### src/logic/icache_pkg.sv
/* icache shared definitions */
package icache_pkg;

    // geometry
    localparam int NUM_WAYS       = 2;
    localparam int NUM_SETS       = 256;
    localparam int BEATS_PER_LINE = 4;

    typedef logic [31:0]  addr_t;

    // address bits 31..12
    typedef logic [19:0]  tag_t;

    // address bits 11..4
    typedef logic [7:0]   index_t;

    // one bridge beat
    typedef logic [31:0]  word_t;

    // beat k sits at bits 32k+31..32k
    typedef logic [127:0] line_t;

    typedef logic [NUM_WAYS-1:0] way_vec_t;
    typedef logic [1:0]   beat_cnt_t;

    // supported cache operation codes
    typedef enum logic [1:0] {
        cacop_init  = 2'd0,
        cacop_index = 2'd1,
        cacop_hit   = 2'd2
    } cacop_code_t;

endpackage

### src/logic/icache_ctrl.sv
/* icache controller */
`timescale 1ns/1ps

module icache_ctrl (
    input  logic                     clock,
    input  logic                     reset,
    // cpu side
    input  logic                     valid_i,
    input  icache_pkg::addr_t        araddr_i,
    input  logic                     uncached_i,
    input  logic                     cacop_en_i,
    input  icache_pkg::cacop_code_t  cacop_code_i,
    input  icache_pkg::addr_t        cacop_addr_i,
    output logic                     ready_o,
    output logic                     rvalid_o,
    output logic                     rhit_o,
    output icache_pkg::line_t        rdata_o,
    // bridge side
    output logic                     rd_req_o,
    output icache_pkg::addr_t        rd_addr_o,
    input  logic                     rd_rdy_i,
    // way rams
    output logic                     ram_en_o,
    output icache_pkg::index_t       ram_index_o,
    output icache_pkg::way_vec_t     tag_we_o,
    output logic                     data_we_o,
    output icache_pkg::tag_t         tag_wr_o,
    output logic                     valid_wr_o,
    input  icache_pkg::way_vec_t     way_valid_i,
    // lookup, refill and lru
    output icache_pkg::tag_t         req_tag_o,
    input  icache_pkg::way_vec_t     hit_way_i,
    input  icache_pkg::line_t        hit_line_i,
    output logic                     refill_start_o,
    input  logic                     line_done_i,
    input  icache_pkg::line_t        refill_line_i,
    output logic                     lru_touch_o,
    output icache_pkg::way_vec_t     lru_way_o,
    output icache_pkg::way_vec_t     lru_valid_o,
    input  icache_pkg::way_vec_t     victim_i
);
    import icache_pkg::*;

    typedef enum logic [2:0] {
        st_idle,
        st_lookup,
        st_request,
        st_receive,
        st_cacop
    } ctrl_state_t;

    ctrl_state_t state;

    // request buffer
    tag_t     req_tag;
    index_t   req_index;
    logic     req_uncached;

    // way valid bits as seen at lookup
    way_vec_t valid_seen;

    logic     accept;
    logic     lookup_hit;
    logic     lookup_miss;
    logic     receive_ret;
    logic     fill;
    logic     idle_inval;
    way_vec_t inval_way;

    assign accept      = valid_i && ready_o;
    assign lookup_hit  = (state == st_lookup) && (|hit_way_i);
    assign lookup_miss = (state == st_lookup) && !(|hit_way_i);
    assign receive_ret = (state == st_receive) && line_done_i;
    assign fill        = receive_ret && !req_uncached;

    // index-type cacops write straight from idle
    assign idle_inval = accept && cacop_en_i &&
        (cacop_code_i == cacop_init || cacop_code_i == cacop_index);
    assign inval_way  = cacop_addr_i[0] ? 2'b10 : 2'b01;

    always_ff @(posedge clock) begin
        if (reset) begin
            state <= st_idle;
        end else begin
            case (state)
                st_idle: begin
                    if (accept) begin
                        if (cacop_en_i) begin
                            if (cacop_code_i == cacop_hit) begin
                                state <= st_cacop;
                            end
                        end else if (uncached_i) begin
                            state <= st_request;
                        end else begin
                            state <= st_lookup;
                        end
                    end
                end
                st_lookup: begin
                    if (lookup_hit) begin
                        state <= st_idle;
                    end else if (rd_rdy_i) begin
                        state <= st_receive;
                    end else begin
                        state <= st_request;
                    end
                end
                st_request: begin
                    if (rd_rdy_i) begin
                        state <= st_receive;
                    end
                end
                st_receive: begin
                    if (line_done_i) begin
                        state <= st_idle;
                    end
                end
                default: begin
                    state <= st_idle;
                end
            endcase
        end
    end

    always_ff @(posedge clock) begin
        if (accept) begin
            if (cacop_en_i) begin
                req_tag   <= cacop_addr_i[31:12];
                req_index <= cacop_addr_i[11:4];
            end else begin
                req_tag   <= araddr_i[31:12];
                req_index <= araddr_i[11:4];
            end
            req_uncached <= uncached_i && !cacop_en_i;
        end
        if (state == st_lookup) begin
            valid_seen <= way_valid_i;
        end
    end

    // cpu return
    assign ready_o  = (state == st_idle);
    assign rvalid_o = lookup_hit || receive_ret;
    assign rhit_o   = lookup_hit;
    assign rdata_o  =
        ({$bits(line_t){lookup_hit}}  & hit_line_i) |
        ({$bits(line_t){receive_ret}} & refill_line_i);

    // bridge read request already rises in the missing lookup cycle
    assign rd_req_o       = lookup_miss || (state == st_request);
    assign rd_addr_o      = {req_tag, req_index, 4'b0000};
    assign refill_start_o = rd_req_o && rd_rdy_i;

    // idle reads straight from the incoming address
    assign ram_index_o = (state != st_idle) ? req_index :
                         cacop_en_i         ? cacop_addr_i[11:4] : araddr_i[11:4];
    assign ram_en_o    = accept || fill || (state == st_cacop);
    assign data_we_o   = fill;
    assign tag_wr_o    = req_tag;
    assign valid_wr_o  = fill;

    always_comb begin
        tag_we_o = '0;
        if (idle_inval) begin
            tag_we_o = inval_way;
        end else if (fill) begin
            tag_we_o = victim_i;
        end else if (state == st_cacop) begin
            tag_we_o = hit_way_i;
        end
    end

    assign req_tag_o   = req_tag;
    assign lru_touch_o = lookup_hit || fill;
    assign lru_way_o   = lookup_hit ? hit_way_i : victim_i;
    assign lru_valid_o = valid_seen;

    // the bridge read holds its address until the bridge takes it
    a_req_held: assert property (@(posedge clock) disable iff (reset)
        rd_req_o && !rd_rdy_i |=> rd_req_o && $stable(rd_addr_o));

endmodule

### config.mk
export PLATFORM = sky130hd
export DESIGN_NAME = icache_ctrl
export DESIGN_NICKNAME = d
export VERILOG_FILES = /design/src/logic/icache_pkg.sv /design/src/logic/icache_ctrl.sv
export SDC_FILE = /design/constraint.sdc
export NUM_CORES = 1
export LEC_CHECK = 0
export ABC_CLOCK_PERIOD_IN_PS = 1900
export BUFFER_PORTS_ARGS = -buffer_cell sky130_fd_sc_hd__buf_2
export CORE_AREA = 5 5 214 216
export DETAILED_ROUTE_END_ITERATION = 7
export DIE_AREA = 0 0 219 221
export MAX_ROUTING_LAYER = met4
export PLACE_DENSITY = 0.41
export SLEW_MARGIN = 10
export SYNTH_ARGS = -nofsm -noshare
export SYNTH_HDL_FRONTEND = slang
export SYNTH_SLANG_ARGS = --single-unit
### constraint.sdc
create_clock -name clock -period 1.9 [get_ports clock]
set_input_delay 0.19 -clock clock [delete_from_list [all_inputs] [get_ports clock]]
set_output_delay 0.19 -clock clock [all_outputs]
set_load 0.1 [all_outputs]
## Yosys cells after proc, flatten, opt, wreduce, memory -nomap -nowiden

Index checks and enable logic that the tools add are counted.

| storage, ports and cells | value |
|---|---|
| flip-flop bits (word level) | 34 |
| latch bits | 0 |
| bits in writable memories | 0 |
| bits in read-only memories | 0 |
| input bits | 335 |
| output and inout bits | 223 |
| logic and storage cells | 58 |
| memories kept | 0 |

| operators by class | value |
|---|---|
| $add $sub $neg | 0 |
| multiply operators | 0 |
| div/mod/pow operators | 0 |
| $lt $le $gt $ge | 0 |
| equality and inequality tests | 10 |
| shifts and indexed selects | 0 |
| muxes and demuxes | 17 |
| bitwise gates (word level) | 3 |
| reductions and logical operators | 23 |

Operators by type and width:

| kind | count |
|---|---|
| bitwise AND 128 bit | 2 |
| bitwise OR 128 bit | 1 |
| 2-to-1 mux 20 bit | 1 |
| 2-to-1 mux 8 bit | 2 |
| 2-to-1 mux 3 bit | 5 |
| 2-to-1 mux 2 bit | 7 |
| case mux 3 bit (4 select lines) | 1 |
| logical AND 1 bit | 9 |
| == test 3 x 2 -> 1 bit, second input constant | 2 |
| logical OR 1 bit | 6 |
| != test 2 bit, second input constant | 2 |
| AND reduction 4 bit | 1 |
| == test 3 x 1 -> 1 bit, second input constant | 1 |
| == test 3 bit, second input constant | 1 |
| zero test 1 bit | 3 |
| zero test 3 bit | 1 |
| != test 3 x 2 -> 1 bit, second input constant | 1 |
| nonzero test 3 bit | 1 |
| == test 2 x 1 -> 1 bit, second input constant | 1 |
| == test 2 bit, second input constant | 1 |
| zero test 2 bit | 1 |
| != test 2 x 1 -> 1 bit, second input constant | 1 |
| OR reduction 2 bit | 1 |
| 2-to-1 mux 1 bit | 1 |

## Depth between registers and ports, before layout

Gate-level depths: netlist (run 1).

| logic depth | value |
|---|---|
| depth in word-level cells | 5 |
| mapped depth | 8 |
| gate-level depth less buffers | 4 |

## Worst setup path after synthesis (run 1)

Ideal clock, no wire load.

| timing path | value |
|---|---|
| path kind | register -> output |
| from | register state[1] |
| to | output port tag_we_o[0] |
| data arrival time | 3290 ps |
| required time | 1710 ps |
| path slack | -1580 ps |
| stages on the path, launching flop included | 6 |
| buffers on the path | 1 |
| cell sequence | dfxtp_1 > buf_6 > nor3_4 > nand2_2 > or3_1 > o21ai_1 |

| on the way | value |
|---|---|
| longest elaborated chain between the ends | 5 |
| elaborated cells on any way between the ends | 11 |
| those cells by class | eq/ne (2); mux (3); reduce/logical (6) |

RTL lines:

| item | RTL line | text |
|---|---|---|
| start, declared | icache_ctrl.sv:52 | `ctrl_state_t state;` |
| start signal, assigned | icache_ctrl.sv:83 | `state <= st_idle;` |
| start signal, assigned | icache_ctrl.sv:90 | `state <= st_cacop;` |
| start signal, assigned | icache_ctrl.sv:93 | `state <= st_request;` |
| zero test 3 bit | icache_ctrl.sv:142 | `assign ready_o = (state == st_idle);` |
| net ready_o | icache_ctrl.sv:14 | `output logic ready_o,` |
| logical AND 1 bit | icache_ctrl.sv:70 | `assign accept = valid_i && ready_o;` |
| logical AND 1 bit (2 in a row) | icache_ctrl.sv:77 | `assign idle_inval = accept && cacop_en_i &&` |
| 2-to-1 mux 2 bit | icache_ctrl.sv:164 | `if (idle_inval) begin` |
| end, declared | icache_ctrl.sv:25 | `output icache_pkg::way_vec_t tag_we_o,` |

The timed path passes the listed nets, and every way through them passes these cells.

## Worst setup path after layout (run 1)

| timing path | value |
|---|---|
| from | register state[2] |
| to | output port rdata_o[99] |

| on the way | value |
|---|---|
| longest elaborated chain between the ends | 4 |
| elaborated cells on any way between the ends | 7 |
| those cells by class | eq/ne (2); bitwise (3); reduce/logical (2) |

RTL lines:

| item | RTL line | text |
|---|---|---|
| == test 3 x 1 -> 1 bit / == test 3 x 2 -> 1 bit (equally long branches) | icache_ctrl.sv:71, icache_ctrl.sv:73 |  |
| logical AND 1 bit, on equally long branches | icache_ctrl.sv:71, icache_ctrl.sv:73 |  |
| bitwise AND 128 bit, on equally long branches | icache_ctrl.sv:146, icache_ctrl.sv:147 |  |
| bitwise OR 128 bit (*) | icache_ctrl.sv:146 | `({$bits(line_t){lookup_hit}} & hit_line_i) \|` |
| end, declared | icache_ctrl.sv:17 | `output icache_pkg::line_t rdata_o,` |

Every way passes the cells marked *; elsewhere a longest branch is shown, timed or not.

==> summary.txt, run 1 <==
Final layout
  – Final Net Count: 1215
  – Area growth, synth to finish: 234%
  – Most common cell after layout, fill and taps aside: buf_2
  – Final instance area: 11400 um^2
  – Commonest cells after routing, fill and taps aside: buf_2, buf_12, a22o_4, edfxtp_1, mux2_2
  – Layout cell share with drive strength beyond 1: roughly 93%
  – FILL cells: 4631

Logic synthesis
  – Register area share after synthesis: 29.0%
  – Ranking of synthesized cells by area: a22o_1, edfxtp_1, mux2_2
  – Ys Warns: 0
  – Gate Count Post-Synth: 327
  – Yosys cell types: 37
  – Post-synthesis sequential element count: 34
  – Async set or reset register ratio after synthesis: 0%
  – Mapped cell area: 3420 um^2
  – Synth area leader: a22o_1
  – Post-synth EDFFs: 31
  – Synthesized area per cell: 10.5 um^2
  – Top-area cell type share of the netlist area: between 30% and 40%
  – Synth Flop Type: edfxtp_1

Route
  – Via density: 3.48
  – Via count: around 5000
  – DR iter-0 viols: between 100 and 150
  – Drt wl/cell: around 20 um
  – Wirelength, routed: 29200 um
  – Pre-antenna DRT Iters: 4
  – DRC viols: 0
  – ANT nets after route: 0

Global routing
  – Largest net degree at the start of global routing: 29
  – Total gr overflow: 0
  – Initial antenna violation count: 9
  – Vias in the first global route: between 5000 and 6000
  – First-pass GRT wire length: 39100 um
  – Total Routing Usage GR: 11.3%

Timing
  – Clk_skew: 0.0146 ns
  – RSZ-0062 raised after global routing: true
  – Final worst path period need: roughly 2.0 ns
  – Peak Freq: 0.497 GHz
  – Final Max Slew Viols: 0
  – Final setup fails: 139
  – Final Cycle Share: 106%
  – Setup WS post-layout: -0.111 ns
  – Final hold violation count: 0

Setup path
  – Critical path arrival: 1.82 ns
  – CP endpoint kind: output pin
  – CP Cell Sequence: buf_6, nor3b_4, buf_12, buf_16, buf_8, a22o_4, buf_12
  – Slowest CP cell: dfxtp_4
  – Crit path top cell by count: buf_12
  – Crit Path Category: register to output pin
  – CP required: 1.71 ns
  – Slowest cell delay on critical path: 0.36 ns
  – Critical path destination: rdata_o[99]
  – CP max FO: 8
  – Crit path from: state[2]
  – Worst r2r src: state[1]
  – Startpoint types: register
  – Reg-to-reg slack, setup: 0.33 ns
  – Worst r2r dst: req_tag_o[13]
  – Worst r2r path cells: 6

Place
  – Dpl hpwl: 23600 um
  – Port Buffers: 546
  – Post-Place Cell Area: 9880 um^2
  – GP Congestion: 0.845
  – Dpl ws: ~0.078 ns

Run status
  – Outcome: finished with violations
  – Failing checks: setup timing

Power and ir drop
  – PD cells: roughly 440 nW/um^2
  – Peak supply drop: 0.433 mV
  – Leakage: 0.00540 uW
  – Power Total: about 5000 uW

Die
  – Rows: 77
  – I/O pins: 558
  – Initial Utilization: 7.82%
  – DIE AREA: 48400 um^2
  – Die Height: 221 um
  – Die Wd: 219 um
  – Core ar.: 43700 um^2

Clocking
  – Hold buffer count at cts: 0
  – CTS tree: done
  – Clock Sinks: 34
  – Total CTS buffers: 5
  – Root buffer selected by CTS: clkbuf_16
  – Clock transition at path regs: 0.07 ns
  – H-Tree Level Count: 2
  – Latest clock arrival within the worst-skew pair: 0.29 ns
  – Clock Path Buffers: 2

Worst hold path
  – Worst hold path depth: 1
  – Hold crit path type: primary input to register

Job
  – MaxCap Viol Count: 0
## critical path, delay by kind of cell (launching register included)
kind	cells	cell delay [ns]
AO/OA/AOI/OAI	1	0.14
flip-flops	1	0.36
buffers and inverters	5	0.79
AND/OR/NAND/NOR	1	0.21
## power breakdown
group	internal [uW]	total [uW]	switching (uW)
clock network	789	1140	347
registers	887	922	35.4
logic	940	2960	2020
total	2620	5020	2400
## state kept, by name, indices dropped and copies added (netlist names)
signal / count
lru_valid_o: 2
req_index: 8
req_tag_o: 20
req_uncached: 1
state: 3
## layout make-up
type | instances | area, um^2 | share of cell area [%]
Inverter | 4 | 18.8 | 0.164
Tap cell | 592 | 741 | 6.49
Antenna cell | 7 | 17.5 | 0.153
Sequential cell | 34 | 1000 | 8.76
Clock inverter | 2 | 60.1 | 0.526
Multi-Input combinational cell | 212 | 3090 | 27.0
Clock buffer | 6 | 139 | 1.22
Timing Repair Buffer | 623 | 6350 | 55.7
## cells in the mapped netlist, types with 2 or more instances
library cell / n
nand2b_1: 3
edfxtp_1: 31
dfxtp_1: 3
a32oi_1: 2
buf_4: 47
inv_1: 3
nand3_1: 2
nand4b_1: 2
clkbuf_1: 2
buf_6: 10
mux2_2: 36
a22o_1: 130
nor2_1: 6
o21ai_1: 2
a21oi_1: 2
buf_2: 20
nand2_1: 4
nor3_4: 2
or3_1: 2
## repair_timing
item                                    CTS  global route
hold endpoints to repair                  0             0
endpoints found under the setup margin  144           145
gates resized for setup                  82            54
buffers inserted                         14             2
gates cloned                              9            14
pin swaps                                17            29
## how the worst min path moves through the flow
stage	from	to	slack, ns
2_1_floorplan	way_valid_i[0]	lru_valid_o[0]	0.29
3_3_place_gp	way_valid_i[0]	lru_valid_o[0]	0.37
3_5_place_dp	way_valid_i[1]	lru_valid_o[1]	0.38
4_1_cts	way_valid_i[1]	lru_valid_o[1]	0.07
5_1_grt	way_valid_i[1]	lru_valid_o[1]	0.08
6_report	way_valid_i[1]	lru_valid_o[1]	0.08
## metal layers
layer / vias to the layer above / global-route usage (%) / wire [um]
li1: 2391 / - / -
met1: 2447 / 12.8 / 11000
met2: 295 / 20.0 / 15600
met3: 19 / 2.94 / 2270
met4: 0 / 2.17 / 342
met5: - / - / 0
## cells by family after synthesis
logic type / after synthesis / share of synthesized area [%]
other: 1 / 0.110
buffers and inverters: 84 / 17.6
AOI/OAI and AO/OA: 142 / 35.7
DFF: 34 / 29.0
muxes: 36 / 11.9
and+or+nand+nor: 30 / 5.71
## stage by stage
stage	hold slack (ns)	cells	utilization [%]	setup TNS [ns]
5_1_grt	0.0755	1480	26.1	-19.52
6_report	0.0827	1480	26.1	-8.65
4_1_cts	0.0718	1458	24.6	-15.54
3_3_place_gp	0.368	1427	22.6	0
2_1_floorplan	0.289	330	-	-21.51
3_5_place_dp	0.376	1427	22.6	0
No activity file was read; power rests on OpenSTA's default activity.
==> run 2, diff against run 1 <==
- ABC_CLOCK_PERIOD_IN_PS: 1900 -> 2260
- CORE_AREA: 5 5 214 216 -> 5 5 215 217
- DIE_AREA: 0 0 219 221 -> 0 0 220 222
- PLACE_DENSITY: 0.41 -> 0.4
- clock period: 1.9 -> 2.26 ns (I/O delays scaled with it)
==> run 2 against run 1 <==
Effect of this change:
- clock-buffer cell count is 1 higher
- global-route usage down 1.6 points
- die area grew 0.91%
- via count fell by 7.2%
- the flow now finishes without violations
==> summary.txt, run 2 (synthesis results as in run 1) <==
Timing
  – Setup WS post-layout: 0.0842 ns
  – Worst-Margin Slew: 0.514 ns
  – Final setup fails: 0
  – Final hold violation count: 0
  – RSZ-0062 raised after global routing: false
  – Slew HR: roughly two thirds
  – Peak Freq: 0.460 GHz
  – TNS Setup: 0 ns
  – Final Max Slew Viols: 0
  – Clk_skew: 0.00333 ns
  – Final worst path period need: 2.18 ns
  – Final Cycle Share: 96.3%

Global routing
  – Total Routing Usage GR: 9.63%
  – Vias in the first global route: 5006
  – Initial antenna violation count: 1
  – First-pass GRT wire length: 34200 um
  – Total gr overflow: 0
  – Largest net degree at the start of global routing: between 50 and 60

Setup path
  – Cell family with most CP delay: buffers and inverters
  – Worst r2r src: state[1]
  – Critical path arrival: a little under 2 ns
  – Crit path top cell by count: buf_12
  – Worst Path Buf+Inv: 3
  – Startpoint types: register
  – Worst r2r dst: req_tag_o[8]
  – Slowest cell delay on critical path: 0.37 ns
  – CP required: 2.03 ns
  – CP Cell Sequence: buf_12, nor3_4, o21a_4, buf_12, a22o_2, buf_12
  – Crit Path Category: register to output pin
  – Reg-to-reg slack, setup: 0.58 ns
  – CP max FO: slightly above 50
  – CP endpoint kind: output pin
  – Slowest CP cell: dfxtp_4
  – Worst r2r path cells: 5

Route
  – DR iter-0 viols: roughly 190
  – Drt wl/cell: 17.7 um
  – DRC viols: 0
  – ANT nets after route: 0
  – Via density: between 3 and 4
  – Via count: 4781
  – Pre-antenna DRT Iters: 4
  – Wirelength, routed: 25200 um

Power and ir drop
  – Clock Power Share: 21.9%
  – Internal: 1900 uW
  – Sw Share: about 50%
  – Leakage: 0.00415 uW
  – Switching power total: 1910 uW
  – Sequential share of power: between 20% and 30%
  – PD cells: roughly 410 nW/um^2
  – Comb pwr share: between 50% and 60%
  – Peak supply drop: 0.332 mV

Die
  – Core ar.: 43900 um^2
  – DIE AREA: 48800 um^2
  – Die Wd: between 200 and 250 um
  – Initial Utilization: 7.78%
  – Rows: 77
  – Die Height: 222 um
  – I/O pins: between 500 and 600

Worst hold path
  – Hold path startpoint: way_valid_i[0]
  – Worst hold path depth: 1
  – Hold endpoint: lru_valid_o[0]
  – Hold crit path type: primary input to register

Final layout
  – Sequential cell area: 997 um^2
  – Area of the multi-input gates: 2100 um^2
  – Largest register FFs: 20
  – Area growth, synth to finish: 169%
  – Core Util, Final: 21.0%
  – FILL cells: roughly 4800
  – Most common cell after layout, fill and taps aside: buf_2
  – Final Net Count: 1169
  – Commonest cells after routing, fill and taps aside: buf_2, buf_12, a22o_2, mux2_2, a22o_1
  – Layout cell share with drive strength beyond 1: 88.4%

Clocking
  – H-Tree Level Count: 2
  – CTS tree: done
  – Clock Path Buffers: 2
  – Total CTS buffers: 5
  – Hold buffer count at cts: 0
  – Root buffer selected by CTS: clkbuf_16
  – Latest clock arrival within the worst-skew pair: 0.28 ns
  – Clock Sinks: 34
  – Clock transition at path regs: 0.06 ns

Place
  – Dpl hpwl: 21900 um
  – Dpl ws: about 0.21 ns
  – Port Buffers: 546
  – GP Congestion: around 0.86

Job
  – MaxCap Viol Count: 0

Run status
  – Outcome: completed
run 2: power groups by stage:
stage | combinational (uW) | sequential (uW) | clock, uW
2_1_floorplan | 1280 | 1080 | 0
3_3_place_gp | 2200 | 794 | 0
3_5_place_dp | 2200 | 794 | 0
4_1_cts | 2210 | 781 | 889
5_1_grt | 2270 | 788 | 910
6_report | 2200 | 780 | 835
run 2: worst max path at each step:
stage	slack [ns]	endpoint	depth (start not counted)	start
6_report	0.08	rdata_o[31]	6	state[1]
4_1_cts	0.02	rdata_o[7]	6	state[0]
2_1_floorplan	-0.61	tag_we_o[0]	5	state[1]
5_1_grt	0.005	rdata_o[24]	6	state[1]
3_5_place_dp	0.21	rdata_o[24]	6	state[0]
3_3_place_gp	0.24	rdata_o[24]	6	state[0]
run 2: metal layers:
layer / GRT usage (%) / up-vias / wire length, um
met1: 11.7 / 2209 / 9980
li1: - / 2280 / -
met4: 0.906 / 0 / 76
met2: 17.1 / 287 / 13000
met5: - / - / 0
met3: 1.87 / 5 / 2170
run 2: timing repair:
item                       4_1_cts  5_1_grt
resized for setup                3        4
setup endpoints to repair       87       33
cloned                           1        0
pin swaps                        2        0
setup buffers                    4        4
run 2: cell type report:
| cell class | count | share of cell area, % |
|---|---|---|
| clock buffers | 7 | 1.55 |
| multi-input cells | 212 | 22.8 |
| flip-flops and latches | 34 | 10.8 |
| well taps | 592 | 8.05 |
| clock inverters | 1 | 0.326 |
| repair buffers | 577 | 56.2 |
| diodes | 1 | 0.0272 |
| inverters | 4 | 0.204 |
run 2: worst register-to-register path: cells and delay by family (launching register included):
family	cells	cell delay (ns)
DFF	1	0.37
buffers and inverters	3	0.61
and+or+nand+nor	2	0.35
run 2: stage by stage:
stage,hold WS [ns],power [uW],cells,area (um^2)
after floorplan,0.325,2360,330,3680
after global placement,0.406,3000,1410,8890
after detailed placement,0.413,3000,1410,8890
after CTS,0.106,3880,1423,9150
after global routing,0.107,3970,1428,9210
final,0.122,3820,1428,9210
==> run 3, diff against run 2 <==
- REMOVE_ABC_BUFFERS: default -> 1
==> run 3 against run 2 <==
Effect of this change:
- register-to-register slack better by 0.19 ns
- cell area fell by 2.0%
- sequential share of layout area increased by 0.19 points
- non-clock buffer count fell by 4
- critical path depth unchanged
- combinational power about the same
- final cell count grew 0.77%
- fmax rose by 1.1%
- critical path type unchanged
- largest power group unchanged
==> summary.txt, run 3 (synthesis results as in run 1) <==
Timing
  – Clk_skew: just under 0.005 ns
  – Final worst path period need: 2.15 ns
  – Final Cycle Share: between 90% and 100%
  – Peak Freq: 0.465 GHz
  – RSZ-0062 raised after global routing: false
  – Slew HR: 65.6%
  – Worst-Margin Slew: around 0.52 ns
  – Final Max Slew Viols: 0
  – Final hold violation count: 0
  – Final setup fails: 0

Route
  – Via count: 4852
  – DRC viols: 0
  – Pre-antenna DRT Iters: 4
  – Wirelength, routed: 26900 um
  – Drt wl/cell: 18.7 um
  – DR iter-0 viols: 259
  – ANT nets after route: 0
  – Via density: 3.37

Place
  – GP Congestion: 0.841
  – Placed cells: 1410
  – Dpl hpwl: 23500 um
  – Port Buffers: 546

Clocking
  – Clock Path Buffers: 2
  – Clock Sinks: 34
  – Hold buffer count at cts: 0
  – Root buffer selected by CTS: clkbuf_16
  – CTS tree: done
  – H-Tree Level Count: 2
  – Total CTS buffers: 5
  – Clock transition at path regs: about 0.060 ns
  – Latest clock arrival within the worst-skew pair: roughly 0.29 ns

Setup path
  – CP max FO: 60
  – Startpoint types: register
  – Slowest CP cell: dfxtp_2
  – Worst Path Buf+Inv: 3
  – Slowest cell delay on critical path: 0.38 ns
  – CP required: 2.03 ns
  – Crit Path Category: register to output pin
  – Cell family with most CP delay: buffers and inverters
  – CP endpoint kind: output pin
  – Crit path top cell by count: buf_12
  – CP Cell Sequence: nand2_1, nor3b_4, buf_12, buf_12, a22o_1, buf_12
  – Critical path arrival: 1.93 ns

Final layout
  – Area growth, synth to finish: 164%
  – Core Util, Final: 20.5%
  – FILL cells: 4881
  – Largest register FFs: 20
  – Layout cell share with drive strength beyond 1: 75.5%
  – Most common cell after layout, fill and taps aside: buf_2
  – Final Net Count: 1165
  – Non-filler cells, final: 1439
  – Commonest cells after routing, fill and taps aside: buf_2, buf_12, a22o_1, mux2_2, edfxtp_1

Global routing
  – GRT Max-Usage Layer: met2
  – GR Layer Usage met1: 11.7%
  – GR Layer Usage met2: between 10% and 20%
  – Largest net degree at the start of global routing: 61
  – Initial antenna violation count: 18
  – Met3 usage: 3.63%
  – Total Routing Usage GR: 10.2%
  – Vias in the first global route: 4967
  – First-pass GRT wire length: 35500 um
  – Total gr overflow: 0

Job
  – MaxCap Viol Count: 0

Power and ir drop
  – Peak supply drop: 0.375 mV
  – Power Total: 3900 uW
  – PD cells: 432 nW/um^2
  – Leakage: 0.00404 uW

Die
  – DIE AREA: 48800 um^2
  – I/O pins: roughly 560
  – Rows: 77
  – Initial Utilization: 7.78%
  – Core ar.: about 44000 um^2
  – Die Height: 222 um
  – Die Wd: 220 um

Worst hold path
  – Hold crit path type: primary input to register

Run status
  – Outcome: completed
run 3: routing by layer:
metal	part of all wire [%]	wire (um)	vias to the layer above
li1	-	-	2302
met1	40	10800	2284
met2	51	13700	254
met3	8.1	2180	12
met4	0.76	205	0
met5	0	0	-
run 3: cell type report:
type | instances | area (um^2) | area share, %
Sequential cell | 34 | 995 | 11.0
Clock inverter | 3 | 68.8 | 0.763
Inverter | 4 | 15.0 | 0.166
Antenna cell | 16 | 40.0 | 0.444
Clock buffer | 5 | 125 | 1.39
Multi-Input combinational cell | 212 | 1850 | 20.5
Timing Repair Buffer | 573 | 5190 | 57.5
Tap cell | 592 | 741 | 8.21
run 3: path summary, 6_finish.rpt:
kind	endpoint	cells past startpoint	from	slack, ns
worst min register to register	state[0]	3	state[0]	0.68
worst max register to register	req_index[2]	5	state[0]	0.77
worst max-delay path	rdata_o[123]	6	state[1]	0.11
worst min-delay path	lru_valid_o[0]	1	way_valid_i[0]	0.12
run 3: power breakdown:
group          internal [uW]  switching [uW]  leakage [uW]  total, uW
Combinational            596            1600       0.00362       2200
Sequential               747            30.0      0.000325        777
Clock                    634             288     0.0000941        923
run 3: repair_timing:
| action | 4_1_cts | 5_1_grt |
|---|---|---|
| endpoints found under the setup margin | 22 | 72 |
| gates resized for setup | 2 | 5 |
| setup buffers | 2 | 1 |
| cloned | 1 | 1 |
| pin swaps | 1 | 0 |
run 3: worst reg2reg max path: stages (launching register included):
cell,delay [ns]
dfxtp_2,0.34
buf_4,0.16
nor3_4,0.20
nand2_2,0.08
inv_1,0.09
buf_4,0.30
run 3: metrics by stage:
stage,setup TNS (ns),hold WS [ns],setup slack (ns),area [um^2]
global placement,0,0.405,0.291,8670
CTS,0,0.108,0.00266,8930
global route,0,0.103,0.00206,9020
detailed placement,0,0.412,0.270,8670
floorplan,-470.58,0.325,-3.42,2840
finish,0,0.123,0.108,9020
