[config.mk]
export PLATFORM = sky130hd
export DESIGN_NAME = icache_lru
export DESIGN_NICKNAME = d
export VERILOG_FILES = /design/src/logic/icache_pkg.sv /design/src/logic/icache_lru.sv
export SDC_FILE = /design/constraint.sdc
export NUM_CORES = 1
export LEC_CHECK = 0
export BUFFER_PORTS_ARGS = -buffer_cell sky130_fd_sc_hd__buf_4
export CAP_MARGIN = 25
export CELL_PAD_IN_SITES_DETAIL_PLACEMENT = 0
export CELL_PAD_IN_SITES_GLOBAL_PLACEMENT = 1
export CORE_AREA = 2 2 174 176
export CTS_CLUSTER_SIZE = 30
export DETAILED_ROUTE_END_ITERATION = 8
export DIE_AREA = 0 0 176 178
export GPL_TIMING_DRIVEN = 0
export PLACE_DENSITY_LB_ADDON = 0.1
export SLEW_MARGIN = 0
export SYNTH_ARGS = -nofsm -noshare
export SYNTH_HDL_FRONTEND = slang
export SYNTH_SLANG_ARGS = --single-unit
[constraint.sdc]
create_clock -name clock -period 2.4 [get_ports clock]
set_clock_uncertainty 0.05 [all_clocks]
set_input_delay 0.36 -clock clock [delete_from_list [all_inputs] [get_ports clock]]
set_output_delay 0.36 -clock clock [all_outputs]
set_load 0.005 [all_outputs]
[src/logic/icache_pkg.sv]
/* icache shared definitions */
package icache_pkg;

    // geometry
    localparam int NUM_WAYS       = 2;
    localparam int NUM_SETS       = 256;
    localparam int BEATS_PER_LINE = 4;

    typedef logic [31:0]  addr_t;

    // address bits 31..12
    typedef logic [19:0]  tag_t;

    // address bits 11..4
    typedef logic [7:0]   index_t;

    // one bridge beat
    typedef logic [31:0]  word_t;

    // beat k sits at bits 32k+31..32k
    typedef logic [127:0] line_t;

    typedef logic [NUM_WAYS-1:0] way_vec_t;
    typedef logic [1:0]   beat_cnt_t;

    // supported cache operation codes
    typedef enum logic [1:0] {
        cacop_init  = 2'd0,
        cacop_index = 2'd1,
        cacop_hit   = 2'd2
    } cacop_code_t;

endpackage

[src/logic/icache_lru.sv]
/* icache replacement choice */
`timescale 1ns/1ps

module icache_lru (
    input  logic                  clock,
    input  logic                  reset,
    input  icache_pkg::index_t    index_i,
    input  icache_pkg::way_vec_t  way_valid_i,
    input  logic                  touch_i,
    input  icache_pkg::way_vec_t  touch_way_i,
    output icache_pkg::way_vec_t  victim_o
);
    import icache_pkg::*;

    // one bit per set, set means way 1 was used last
    logic mru_mem [NUM_SETS];
    logic mru_cur;

    assign mru_cur = mru_mem[index_i];

    always_ff @(posedge clock) begin
        if (reset) begin
            for (int s = 0; s < NUM_SETS; s++) begin
                mru_mem[s] <= 1'b0;
            end
        end else if (touch_i) begin
            mru_mem[index_i] <= touch_way_i[1];
        end
    end

    // empty ways first, lowest number wins
    always_comb begin
        if (!way_valid_i[0]) begin
            victim_o = 2'b01;
        end else if (!way_valid_i[1]) begin
            victim_o = 2'b10;
        end else if (mru_cur) begin
            victim_o = 2'b01;
        end else begin
            victim_o = 2'b10;
        end
    end

endmodule

Yosys cells after proc, flatten, opt, wreduce, memory -nomap -nowiden
Memories as Yosys holds them, arrays and structs flattened.
Cells that the tools add are included.
{"block": "totals", "ff_bits": 0, "ram_bits": 256, "input_bits": 15, "output_inout_bits": 2, "wordCells": 13, "mem_count": 1}
{"block": "op_classes", "muxes": 11, "n_reduce_logical": 1}
{"memory": "mru_mem", "depth": 256, "word_bits": 1, "read_ports": 1, "rd_ports_with_merged_regs": 0, "wr": 256, "line_no": "icache_lru.sv:16", "source": "logic mru_mem [NUM_SETS];"}
{"cell": "2-to-1 mux 8 bit", "n": 1}
{"cell": "2-to-1 mux 1 bit", "n": 7}
{"cell": "2-to-1 mux 2 bit", "n": 3}
{"cell": "OR reduction 1 bit", "n": 1}

Depth between registers and ports, before layout
Gate-level depths: netlist of the first run.
{"block": "depth", "word_depth": 5, "depth_mapped": 11, "depth_no_buf": 7}

Worst setup path before layout of the first run
Ideal clock, no wire load.
{"block": "synth_path", "path_type": "in2out", "from": "input index_i[0]", "to": "output victim_o[0]", "arrival_time_ns": 2.091, "required_time_ns": 1.990, "slack_ns": -0.101, "stages": 7, "n_path_buf": 2, "cell_sequence": "buf_6 > buf_6 > mux4_2 > mux4_2 > o22ai_1 > nor3_1 > o41a_1"}
{"block": "synth_between", "elab_chain_cells": 4}
{"element": "start, declared", "line_no": "icache_lru.sv:7", "source": "input icache_pkg::index_t index_i,"}
{"element": "memory read (256 x 1 bit)"}
{"element": "2-to-1 mux 2 bit", "line_no": "icache_lru.sv:37", "source": "end else if (mru_cur) begin"}
{"element": "2-to-1 mux 2 bit", "line_no": "icache_lru.sv:35", "source": "end else if (!way_valid_i[1]) begin"}
{"element": "2-to-1 mux 2 bit", "line_no": "icache_lru.sv:33", "source": "if (!way_valid_i[0]) begin"}
{"element": "end, declared", "line_no": "icache_lru.sv:11", "source": "output icache_pkg::way_vec_t victim_o"}
No other way between the ends.

Final worst setup path of the first run
{"block": "layout_path", "from": "memory mru_mem[191]", "to": "output victim_o[0]"}
{"block": "layout_between", "elab_chain_cells": 4}
{"element": "start, declared", "line_no": "icache_lru.sv:16"}
{"element": "memory read (256 x 1 bit)"}
{"element": "2-to-1 mux 2 bit", "line_no": "icache_lru.sv:37"}
{"element": "2-to-1 mux 2 bit", "line_no": "icache_lru.sv:35"}
{"element": "2-to-1 mux 2 bit", "line_no": "icache_lru.sv:33"}
No other way between the ends.

==> results of run 1 <==
[layer usage]
| metal | track usage (%) | up-vias | wire length (microns) |
|---|---|---|---|
| met5 | 0 | - | 0 |
| met3 | 7.40 | 173 | 6300 |
| met4 | 18.3 | 0 | 3690 |
| li1 | - | 4425 | - |
| met2 | 55.1 | 792 | 24100 |
| met1 | 48.5 | 5516 | 20900 |
[layout make-up]
class                           instances  area [sq um]  share of cell area, %
Sequential cell                       256          7690                   49.1
Multi-Input combinational cell        775          5580                   35.6
Clock buffer                           34           744                   4.75
Buffer                                128           636                   4.06
Tap cell                              390           488                   3.11
Timing Repair Buffer                   33           405                   2.59
Clock inverter                         17           101                  0.647
Inverter                                5          18.8                  0.120
Antenna cell                            3          7.51                 0.0479
[kinds of logic (layout without fill, tap and decap cells)]
| family | Yosys count | in the layout | share of synthesized area, % |
|---|---|---|---|
| flops | 256 | 256 | 56.1 |
| other cells | 0 | 3 | 0 |
| mux | 81 | 81 | 11.2 |
| buf+inv | 136 | 217 | 4.45 |
| simple gates | 389 | 389 | 11.8 |
| compound gates | 305 | 305 | 16.5 |
[power by group through the flow]
stage,sequential [mW],clock [mW],combinational (mW)
2_1_floorplan,5.25,0,0.695
3_3_place_gp,5.28,0,1.06
3_5_place_dp,5.29,0,1.08
4_1_cts,5.19,4.13,1.10
5_1_grt,5.21,4.29,1.20
6_report,5.19,4.14,1.15
[worst min path at each step]
stage | startpoint | cells past startpoint | endpoint | slack, ps
finish | touch_i | 3 | mru_mem[78] | 260
global route | touch_i | 3 | mru_mem[74] | 270
CTS | touch_i | 3 | mru_mem[74] | 240
detailed placement | touch_i | 3 | mru_mem[74] | 810
global placement | touch_i | 3 | mru_mem[74] | 790
floorplan | touch_i | 2 | mru_mem[74] | 620
[Yosys cell counts, types with 2 or more instances]
cell	n	area, sq um
a211oi_1	3	22.5
a21o_1	185	1390
a21oi_1	10	50.1
a221oi_1	4	35.0
a22o_1	2	17.5
a22oi_1	9	67.6
and2_1	2	12.5
and3_1	6	37.5
buf_1	2	7.51
buf_2	10	50.1
buf_4	5	37.5
buf_6	7	78.8
clkbuf_1	106	398
edfxtp_1	256	7690
inv_1	5	18.8
mux2_2	2	22.5
mux2i_1	23	230
mux4_1	4	105
mux4_2	52	1170
nand2_1	44	165
nand2b_1	9	56.3
nand3_1	21	105
nand4_1	7	43.8
nor2_1	272	1020
nor2b_1	9	56.3
nor3_1	10	50.1
o21ai_0	7	35.0
o21bai_1	72	541
o22a_1	2	17.5
o31ai_1	2	15.0
or2_2	5	31.3
[metrics by stage]
stage	setup WS (ps)	hold slack [ps]	instance area (sq um)	setup TNS (ps)	power, mW
3_3_place_gp	-1540	794	14300	-337820	6.34
4_1_cts	-755	245	15500	-1970	10.4
3_5_place_dp	-1080	807	14600	-269860	6.36
2_1_floorplan	-93.4	616	13700	-166	5.95
6_report	-759	265	15700	-1540	10.5
5_1_grt	-787	267	15700	-2520	10.7
[repair_timing]
| item | 4_1_cts | 5_1_grt |
|---|---|---|
| endpoints found under the setup margin | 226 | 114 |
| endpoints found under the hold margin | 0 | 0 |
| pin swaps | 6 | 4 |
| gates resized for setup | 48 | 27 |
| buffers inserted | 1 | 1 |
==> impl_summary.txt, run 1 <==
----------------------------------------------------
[CTS]
  Clock-pin slew of the registers on the worst-case setup and hold paths ... 60 ps
  H-Tree Level Count ... 1
  Sink count of the clock tree ... 256
  Clock root cell ... clkbuf_16
  Max clock buf depth ... 3
  Post-CTS Hold Buffers ... 0
  TritonCTS buffer count ... 29
  CTS tree ... built

[STA]
  Normalized max-slew margin ... 24.2%
  F_max ... 317 MHz
  Minimum period implied by the final worst setup slack ... 3160 ps
  Number of max-slew violations in the final report ... 0
  Slew @ Worst Pin ... 1140 ps
  Final Hold Violating Endpoints ... 0
  Final number of setup-violating endpoints ... 10
  Worst path setup slack after routing ... -759 ps
  Unrepaired setup endpoints after global routing ... yes
  Part of the cycle the worst path needs ... 132%

[Layout]
  Most frequent standard cell in the layout excluding fill and tap cells ... nor2_1
  Register with the highest flop count ... mru_mem
  Fin nets ... 1,243
  Share of layout cells above drive strength 1 ... 16.6%
  Largest regs ... mru_mem (256)
  Max FFs per register ... 256
  Utilization after layout ... 53.3%
  Synth-to-Final Area Change ... 14.3%
  Post-route non-filler standard cell count ... 1,641
  Most frequent cells in the layout ... 265 x nor2_1, 256 x edfxtp_1, 185 x a21o_1
  Final-layout fill cell count ... 2,657

[Pwr]
  Leakage ... 5.77 nW
  Net switching share of the total power ... 25.0%
  Logic gate share of total power ... 11.0%
  Power density over cell area ... 670 mW/mm^2
  Clock share of power ... 39.5%
  Worst vdd ir ... 0.425 mV
  Register share of total power ... 49.5%
  Sw Pwr ... 2.62 mW
  Total internal power ... 7.87 mW

[Route]
  Starting DRT DRC Count ... 1,612
  Via count ... 10,900
  Post-Route WL ... 54,900 microns
  Count of nets left with antenna violations after detail routing ... 0
  Routed len/inst ... 33.5 microns
  Detailed-routing iteration count for the pre-antenna-repair pass ... 7
  Mean number of vias per cell ... 6.65
  Remaining design rule violation count ... 0

[Synth]
  Sequential-to-total area share from yosys stat ... 56.1%
  Mean Syn Cell Area ... 11.7 sq um
  Cell area after synthesis ... 0.0137 sq mm
  Synthesized netlist cell count ... 1,167
  Total number of yosys warnings ... 0
  Count of different cell masters after synthesis ... 45
  Net count after synthesis ... 1,182
  Most used DFF post-synth ... edfxtp_1
  Post-synth ARST share ... 0%
  Number of flops mapped to enable cells by yosys ... 256
  Flip-flop and latch count after synthesis ... 256

[Setup path]
  Worst path slowest cell ... mux4_2
  Capture point of the critical path ... victim_o[0]
  Buffering stage count on the worst path with inverters included ... 1
  Kind of end point of the critical path ... primary output
  Worst setup path startpoint ... mru_mem[191]
  Arrival time of data at the critical path endpoint ... 2750 ps
  Critical path fanouts, max ... 2
  Crit path kind ... reg -> out
  CP Data Required Time ... 1990 ps
  Sequence of cells on the critical path ... mux4_2 -> mux2_4 -> nand4_1 -> nand4b_1 -> a211oi_2 -> o31ai_2 -> o41a_1 -> buf_4
  Stages on worst setup path ... 8
  Delay of the slowest critical-path stage ... 490 ps
  Element type at the critical path start ... flop
  Cell family with most CP delay ... multiplexers

[Floorplanning]
  Number of cell rows ... 63
  Number of top-level pins ... 17
  Die width ... 176 microns
  Placeable core area ... 0.0294 sq mm
  Y dimension of the die ... 178 microns
  Starting density of the core ... 46.6%
  Die area ... 0.0313 sq mm

[Placement]
  Final GP Congestion ... 0.937
  Final HPWL DP ... 37,800 microns
  Cell total after placement ... 1,586
  Count of buffers from port buffering ... 10

[Run]
  Maxcap violations ... 0

[Global route]
  Global-route wire length before repair ... 77,500 microns
  Number of global-route vias before repair ... 10,600
  Initial antenna violation count ... 1
  Maximum number of pins on one net before global-route repair ... 15
  Global routing usage summed across all routing layers ... 35.9%
  Overall overflow remaining after global route ... 0

[Outcome]
  Failing checks ... setup timing
  Outcome ... complete, but fails checks

[Min path]
  Kind of path behind the tightest hold check ... in -> reg

----------------------------------------------------
Power figures use the tool's default switching activity.
==> run 2: changes to the inputs <==
--- a/config.mk
+++ b/config.mk
@@ -5,7 +5,7 @@
 export SDC_FILE = /design/constraint.sdc
 export NUM_CORES = 1
 export LEC_CHECK = 0
-export BUFFER_PORTS_ARGS = -buffer_cell sky130_fd_sc_hd__buf_4
+export BUFFER_PORTS_ARGS = -buffer_cell sky130_fd_sc_hd__clkbuf_2
 export CAP_MARGIN = 25
 export CELL_PAD_IN_SITES_DETAIL_PLACEMENT = 0
 export CELL_PAD_IN_SITES_GLOBAL_PLACEMENT = 1
==> run 2 against run 1 <==
Against the previous run:
- the flow still finishes with violations (setup timing)
- wire length hardly changed
- final cell count is 0.18% higher
- utilization is 0.27 points higher
- global-route usage is 0.12 points lower
- combinational power hardly changed
- sequential share of layout area is 0.25 points lower
- sequential cell count stayed put
- sequential power hardly changed
- first-iteration DRC count is 11% higher
- final area is 0.50% higher
- non-clock buffer count is 4 higher
- via count is 0.42% lower
- critical path type is now in -> out
- critical endpoint unchanged
- largest cell class unchanged
==> impl_summary.txt, run 2 (synthesis gave the netlist of run 1 again) <==
----------------------------------------------------
[Global route]
  Met3 GRT Util ... 7.25% (-0.15 points)
  Global routing usage summed across all routing layers ... 35.7% (-0.12 points)
  Global-route wire length before repair ... 77,400 microns (-0.14%)
  Initial antenna violation count ... 1 (unchanged)
  Global-route layer with the greatest usage ... met2
  Grt met1 use ... 48.8% (+0.24 points)
  Maximum number of pins on one net before global-route repair ... 16 (+1)
  GRT met2 Usage ... 53.2% (-1.9 points)
  Overall overflow remaining after global route ... 0 (unchanged)
  Number of global-route vias before repair ... 10,700 (+1.3%)

[CTS]
  Sink count of the clock tree ... 256 (unchanged)
  CTS tree ... built
  Clock root cell ... clkbuf_16
  Clock-pin slew of the registers on the worst-case setup and hold paths ... 60 ps (about the same)
  Post-CTS Hold Buffers ... 0 (unchanged)
  TritonCTS buffer count ... 30 (+3.4%)
  H-Tree Level Count ... 1 (unchanged)
  Max clock buf depth ... 3 (unchanged)

[Placement]
  Count of buffers from port buffering ... 10 (unchanged)
  Final GP Congestion ... 0.943 (+0.65%)
  Setup Slack @ Placement ... -1100 ps (-25.3 ps)
  Final HPWL DP ... 37,800 microns (about the same)

[Setup path]
  Critical path fanouts, max ... 10 (+8)
  Kind of end point of the critical path ... primary output
  Worst path slowest cell ... mux2i_1
  Element type at the critical path start ... input port
  CP Data Required Time ... 1990 ps (about the same)
  Delay of the slowest critical-path stage ... 350 ps (-140 ps)
  Arrival time of data at the critical path endpoint ... 2730 ps (-20 ps)
  Crit path kind ... in -> out
  Sequence of cells on the critical path ... clkbuf_2 -> buf_6 -> buf_6 -> mux2i_1 -> a221oi_1 -> o21ai_0 -> nand3_1 -> o22ai_2 -> nor3_4 -> o41a_1 -> clkbuf_2

[STA]
  Setup TNS ... -2410 ps (-873 ps)
  F_max ... 318 MHz (+0.58%)
  Unrepaired setup endpoints after global routing ... yes
  Worst path setup slack after routing ... -741 ps (+18.4 ps)
  Part of the cycle the worst path needs ... 131% (-0.76 points)
  Number of max-slew violations in the final report ... 0 (unchanged)
  Normalized max-slew margin ... 24.3% (+0.061 points)
  Hold slack ... 301 ps (+35.9 ps)
  Slew @ Worst Pin ... 1140 ps (-0.915 ps)
  Minimum period implied by the final worst setup slack ... 3140 ps (-18.4 ps)
  Final number of setup-violating endpoints ... 16 (+6)
  Final Hold Violating Endpoints ... 0 (unchanged)

[Route]
  Detailed-routing iteration count for the pre-antenna-repair pass ... 5 (-2)
  Remaining design rule violation count ... 0 (unchanged)
  Mean number of vias per cell ... 6.61 (-0.60%)
  Via count ... 10,900 (-0.42%)
  Post-Route WL ... 54,900 microns (about the same)
  Starting DRT DRC Count ... 1,783 (+11%)
  Routed len/inst ... 33.4 microns (-0.19%)
  Count of nets left with antenna violations after detail routing ... 0 (unchanged)

[Min path]
  Origin of the worst min-delay path ... touch_i
  Worst hold stages ... 3 (unchanged)
  Kind of path behind the tightest hold check ... in -> reg
  Hold Path End ... mru_mem[78]

[Floorplanning]
  Die width ... 176 microns (unchanged)
  Number of cell rows ... 63 (unchanged)
  Y dimension of the die ... 178 microns (unchanged)
  Die area ... 0.0313 sq mm (unchanged)
  Starting density of the core ... 46.6% (unchanged)
  Placeable core area ... 0.0294 sq mm (unchanged)
  Number of top-level pins ... 17 (unchanged)

[Pwr]
  Leakage ... 5.81 nW (+0.72%)
  Worst vdd ir ... 0.561 mV (+32%)
  Total power draw ... 10.7 mW (+1.9%)
  Power density over cell area ... 679 mW/mm^2 (+1.4%)

[Layout]
  Register with the highest flop count ... mru_mem
  Most frequent cells in the layout ... 266 x nor2_1, 256 x edfxtp_1, 185 x a21o_1
  Synth-to-Final Area Change ... 14.9%
  Fin nets ... 1,248 (+0.40%)
  Share of layout cells above drive strength 1 ... 16.5% (-0.066 points)
  Most frequent standard cell in the layout excluding fill and tap cells ... nor2_1
  Largest regs ... mru_mem (256)
  Max FFs per register ... 256 (unchanged)

[Run]
  Maxcap violations ... 0 (unchanged)

[Outcome]
  Outcome ... complete, but fails checks
  Failing checks ... setup timing

----------------------------------------------------
==> run 2: metrics by stage <==
step	utilization, %	std cells	instance area, sq um
after floorplan	-	1167	13700
after global placement	48.5	1567	14300
after detailed placement	49.5	1587	14600
after CTS	53.1	1638	15600
after global routing	53.6	1643	15700
final	53.6	1644	15700
==> run 2: timing repair <==
action                                  4_1_cts  5_1_grt
gates resized for setup                      54       26
setup buffers                                 0        1
endpoints found under the setup margin      241       60
pin swaps                                     6        2
==> run 2: power breakdown <==
group / switching, mW / internal, mW
Sequential: 0.0645 / 5.13
Clock: 1.86 / 2.48
Combinational: 0.710 / 0.442
==> run 2: worst max-delay path by stage <==
stage	from	to	slack [ps]	depth (start not counted)
floorplan	index_i[0]	victim_o[0]	-90	7
global placement	index_i[0]	mru_mem[175]	-1550	8
detailed placement	index_i[0]	mru_mem[91]	-1100	8
CTS	mru_mem[122]	victim_o[0]	-700	7
global route	mru_mem[122]	victim_o[0]	-830	7
finish	index_i[1]	victim_o[0]	-740	11
==> run 2: layer usage <==
| metal | share of wire (%) | wire length, microns | vias up |
|---|---|---|---|
| met2 | 43 | 23700 | 737 |
| met3 | 11 | 5930 | 172 |
| met5 | 0 | 0 | - |
| met1 | 39 | 21400 | 5524 |
| li1 | - | - | 4427 |
| met4 | 7.0 | 3830 | 0 |
==> run 2: final cells by class <==
type,instances,area (sq um)
Sequential cell,256,7690
Timing Repair Buffer,35,417
Clock buffer,38,781
Antenna cell,1,2.50
Multi-Input combinational cell,775,5580
Clock inverter,14,121
Buffer,130,656
Tap cell,390,488
Fill cell,2645,13700
Inverter,5,18.8
==> run 2: critical path, delay by kind of cell <==
family / cells / cell delay (ps)
AO/OA/AOI/OAI: 4 / 950
multiplexers: 1 / 350
buffers and inverters: 4 / 810
AND/OR/NAND/NOR: 2 / 240
==> run 3: changes to the inputs <==
--- a/config.mk
+++ b/config.mk
@@ -5,15 +5,17 @@
 export SDC_FILE = /design/constraint.sdc
 export NUM_CORES = 1
 export LEC_CHECK = 0
+export ABC_AREA = 1
 export BUFFER_PORTS_ARGS = -buffer_cell sky130_fd_sc_hd__clkbuf_2
 export CAP_MARGIN = 25
 export CELL_PAD_IN_SITES_DETAIL_PLACEMENT = 0
 export CELL_PAD_IN_SITES_GLOBAL_PLACEMENT = 1
-export CORE_AREA = 2 2 174 176
+export CORE_AREA = 2 2 182 184
 export CTS_CLUSTER_SIZE = 30
 export DETAILED_ROUTE_END_ITERATION = 8
-export DIE_AREA = 0 0 176 178
+export DIE_AREA = 0 0 184 186
 export GPL_TIMING_DRIVEN = 0
+export HOLD_SLACK_MARGIN = 0.08
 export PLACE_DENSITY_LB_ADDON = 0.1
 export SLEW_MARGIN = 0
 export SYNTH_ARGS = -nofsm -noshare
==> run 3 against run 2 <==
Against the previous run:
- the run still ends with setup timing left
- sequential share of layout area fell by 0.49 points
- clock power fell by 7.6%
- clock-buffer cell count fell by 1
- final area rose by 1.0%
- sequential power barely moved
- non-clock buffer count rose by 52
- largest power group unchanged
- highest routed layer unchanged
==> impl_summary.txt, run 3 <==
----------------------------------------------------
[Synth]
  Number of flops mapped to enable cells by yosys ... 256 (unchanged)
  Cell area after synthesis ... 0.0139 sq mm (+1.7%)
  Synth Area in Compound Gates ... 9.29% (-7.2 points)
  Net count after synthesis ... 1,749 (+48%)
  Top cells by area, synth ... edfxtp_1 55%, nand2_1 18%, nor3_1 9.2%, o21ai_0 9.2%, clkbuf_1 4.3%
  Simple-gate area share of the yosys netlist ... 29.5% (+18 points)
  Flip-flop and latch count after synthesis ... 256 (unchanged)
  Adder-cell share of the synthesized area ... 0% (unchanged)
  Post-synthesis xor/xnor area fraction ... 0% (unchanged)
  Synth top area share ... 55.1% (-0.95 points)
  Synthesized netlist cell count ... 1,734 (+49%)
  Total number of yosys warnings ... 0 (unchanged)
  Most used DFF post-synth ... edfxtp_1
  Top-count cell post-synth ... nand2_1
  Post-synthesis mux area share ... 0% (-11 points)
  Largest family of logic cells by synthesized area ... simple AND/OR/NAND/NOR gates
  Sequential-to-total area share from yosys stat ... 55.1% (-0.95 points)
  Count of different cell masters after synthesis ... 16 (-64%)
  Most common library cells after synthesis ... 652 x nand2_1, 256 x edfxtp_1, 256 x nor3_1, 256 x o21ai_0, 161 x clkbuf_1
  Post-synth ARST share ... 0% (unchanged)
  Largest area contributor in the netlist ... edfxtp_1
  Mean Syn Cell Area ... 8.04 sq um (-32%)

[Floorplanning]
  Y dimension of the die ... 186 microns (+4.5%)
  Starting density of the core ... 43.3% (-3.3 points)
  Placeable core area ... 0.0322 sq mm (+9.5%)
  Number of cell rows ... 66 (+4.8%)
  Die width ... 184 microns (+4.5%)
  Number of top-level pins ... 17 (unchanged)
  Die area ... 0.0342 sq mm (+9.2%)

[Route]
  Via count ... 14,000 (+29%)
  Mean number of vias per cell ... 6.31 (-4.5%)
  Starting DRT DRC Count ... 2,345 (+32%)
  Count of nets left with antenna violations after detail routing ... 0 (unchanged)
  Remaining design rule violation count ... 0 (unchanged)
  Detailed-routing iteration count for the pre-antenna-repair pass ... 5 (unchanged)
  Routed len/inst ... 30.5 microns (-8.6%)
  Post-Route WL ... 67,800 microns (+23%)

[Layout]
  Synth-to-Final Area Change ... 14.1%
  Max FFs per register ... 256 (unchanged)
  Utilization after layout ... 49.4% (-4.2 points)
  Multi-input combinational cell area ... 0.00553 sq mm (-0.92%)
  Fin nets ... 1,810 (+45%)
  Area of all placed cells without fillers ... 0.0159 sq mm (+1.0%)
  Most frequent standard cell in the layout excluding fill and tap cells ... nand2_1
  Share of layout cells above drive strength 1 ... 8.34% (-8.2 points)
  Sequential cell area in the final layout ... 0.00769 sq mm (unchanged)
  Most frequent cells in the layout ... 637 x nand2_1, 256 x o21ai_0, 256 x nor3_1, 256 x edfxtp_1, 141 x clkbuf_1
  Largest regs ... mru_mem (256)
  Post-route non-filler standard cell count ... 2,221 (+35%)
  Register with the highest flop count ... mru_mem
  Final-layout fill cell count ... 3,248 (+23%)

[Setup path]
  Arrival time of data at the critical path endpoint ... 2290 ps (-440 ps)
  Crit path kind ... in -> out
  Worst setup path startpoint ... index_i[1]
  Element type at the critical path start ... input port
  Worst path slowest cell ... buf_4
  Delay of the slowest critical-path stage ... 210 ps (-140 ps)
  CP Data Required Time ... 1990 ps (about the same)
  Kind of end point of the critical path ... primary output
  Most common cell type on the critical path ... nand2_1
  Sequence of cells on the critical path ... clkbuf_2 -> buf_4 -> buf_4 -> buf_8 -> nand2_1 -> nand2_1 -> nand2_1 -> nand2_1 -> nor2_2 -> nor2_1 -> nor2_1 -> nand2_1 -> nand2_1 -> nand2_2 -> nor2_4 -> nor2_1 -> nor2_1 -> buf_2
  Critical path fanouts, max ... 10 (unchanged)

[STA]
  Worst path setup slack after routing ... -296 ps (+445 ps)
  Unrepaired setup endpoints after global routing ... yes
  Part of the cycle the worst path needs ... 112% (-19 points)
  F_max ... 371 MHz (+17%)
  Final number of setup-violating endpoints ... 4 (-12)
  Minimum period implied by the final worst setup slack ... 2700 ps (-445 ps)
  Number of max-slew violations in the final report ... 0 (unchanged)
  Slew @ Worst Pin ... 1230 ps (+89.6 ps)
  Final Hold Violating Endpoints ... 0 (unchanged)
  Normalized max-slew margin ... 18.3% (-6.0 points)

[Global route]
  Overall overflow remaining after global route ... 0 (unchanged)
  Maximum number of pins on one net before global-route repair ... 14 (-2)
  Initial antenna violation count ... 3 (+2)
  Global-route wire length before repair ... 93,700 microns (+21%)
  Number of global-route vias before repair ... 12,800 (+19%)
  Global routing usage summed across all routing layers ... 40.1% (+4.4 points)

[Pwr]
  Leakage ... 5.81 nW (-0.10%)
  Power density over cell area ... 666 mW/mm^2 (-2.0%)
  Net switching share of the total power ... 27.8% (+3.1 points)
  Clock share of power ... 37.9% (-2.7 points)
  Logic gate share of total power ... 13.0% (+2.2 points)
  Total power draw ... 10.6 mW (-0.99%)
  Sw Pwr ... 2.94 mW (+12%)
  Worst vdd ir ... 0.533 mV (-5.0%)
  Total internal power ... 7.65 mW (-5.1%)
  Register share of total power ... 49.0% (+0.4 points)

[Placement]
  Cell area after placement ... 0.0146 sq mm (+0.51%)
  Cell total after placement ... 2,164 (+36%)
  Setup Slack @ Placement ... -1310 ps (-210 ps)
  Final GP Congestion ... 0.993 (+5.2%)
  Count of buffers from port buffering ... 15 (+5)
  Final HPWL DP ... 44,300 microns (+17%)

[CTS]
  TritonCTS buffer count ... 29 (-3.3%)
  CTS tree ... built
  Max clock buf depth ... 3 (unchanged)
  H-Tree Level Count ... 1 (unchanged)
  Clock-pin slew of the registers on the worst-case setup and hold paths ... 60 ps (about the same)
  Clock root cell ... clkbuf_16
  Sink count of the clock tree ... 256 (unchanged)
  Post-CTS Hold Buffers ... 0 (unchanged)

[Run]
  Maxcap violations ... 0 (unchanged)

[Outcome]
  Outcome ... complete, but fails checks
  Failing checks ... setup timing

[Min path]
  Origin of the worst min-delay path ... index_i[2]
  Kind of path behind the tightest hold check ... in -> reg

----------------------------------------------------
[run 3: changes by cell type in the layout (fill, tap and decap cells not counted), sizes merged, moves of 57 or more]
| cell | before | now |
|---|---|---|
| o21bai | 72 | 0 |
| clkbuf | 151 | 208 |
| o21ai | 7 | 258 |
| nor3 | 10 | 256 |
| a21o | 185 | 0 |
| nand2 | 44 | 652 |
| nor2 | 272 | 63 |
[run 3: path summary, 6_finish.rpt]
| kind | to | slack (ps) | depth (start not counted) |
|---|---|---|---|
| worst min-delay path | mru_mem[60] | 350 | 5 |
| worst max-delay path | victim_o[1] | -300 | 18 |
[run 3: repair_timing]
item,4_1_cts,5_1_grt
pin swaps,6,13
buffers inserted,4,2
setup endpoints to repair,251,29
hold endpoints to repair,0,0
resized for setup,129,34
[run 3: worst max-delay path: cells and delay by family]
| family | cells | cell delay, ps |
|---|---|---|
| buffers and inverters | 5 | 830 |
| and+or+nand+nor | 13 | 1100 |
[run 3: layer usage]
layer | track usage (%) | part of all wire, % | wire length [microns]
met4 | 23.0 | 6.7 | 4560
met1 | 54.9 | 38 | 25700
met2 | 58.7 | 41 | 28100
met3 | 8.96 | 14 | 9510
met5 | 0 | 0 | 0
[run 3: power groups by stage]
stage	clock [mW]	sequential, mW	combinational, mW
after floorplan	0	5.26	0.688
after global placement	0	5.28	1.20
after detailed placement	0	5.28	1.22
after CTS	3.97	5.19	1.30
after global routing	4.14	5.21	1.44
final	4.02	5.19	1.38
[run 3: kinds of logic (layout without fill, tap and decap cells)]
family	count (synthesis)	count (layout)
buf+inv	220	297
simple gates	999	999
flops	256	256
compound gates	259	259
other cells	0	2
[run 3: layout make-up]
cell class                      instances  share of cell area, %
Antenna cell                            2                 0.0315
Multi-Input combinational cell       1258                   34.7
Tap cell                              408                   3.21
Sequential cell                       256                   48.3
Buffer                                187                   6.27
Clock inverter                         10                  0.252
Clock buffer                           37                   4.75
Inverter                               33                  0.865
Timing Repair Buffer                   30                   1.56
[run 3: per-stage QoR]
stage	TNS, ps	hold slack, ps
3_5_place_dp	-313690	915
2_1_floorplan	0	692
4_1_cts	-476	316
5_1_grt	-729	379
6_report	-537	347
3_3_place_gp	-322000	909
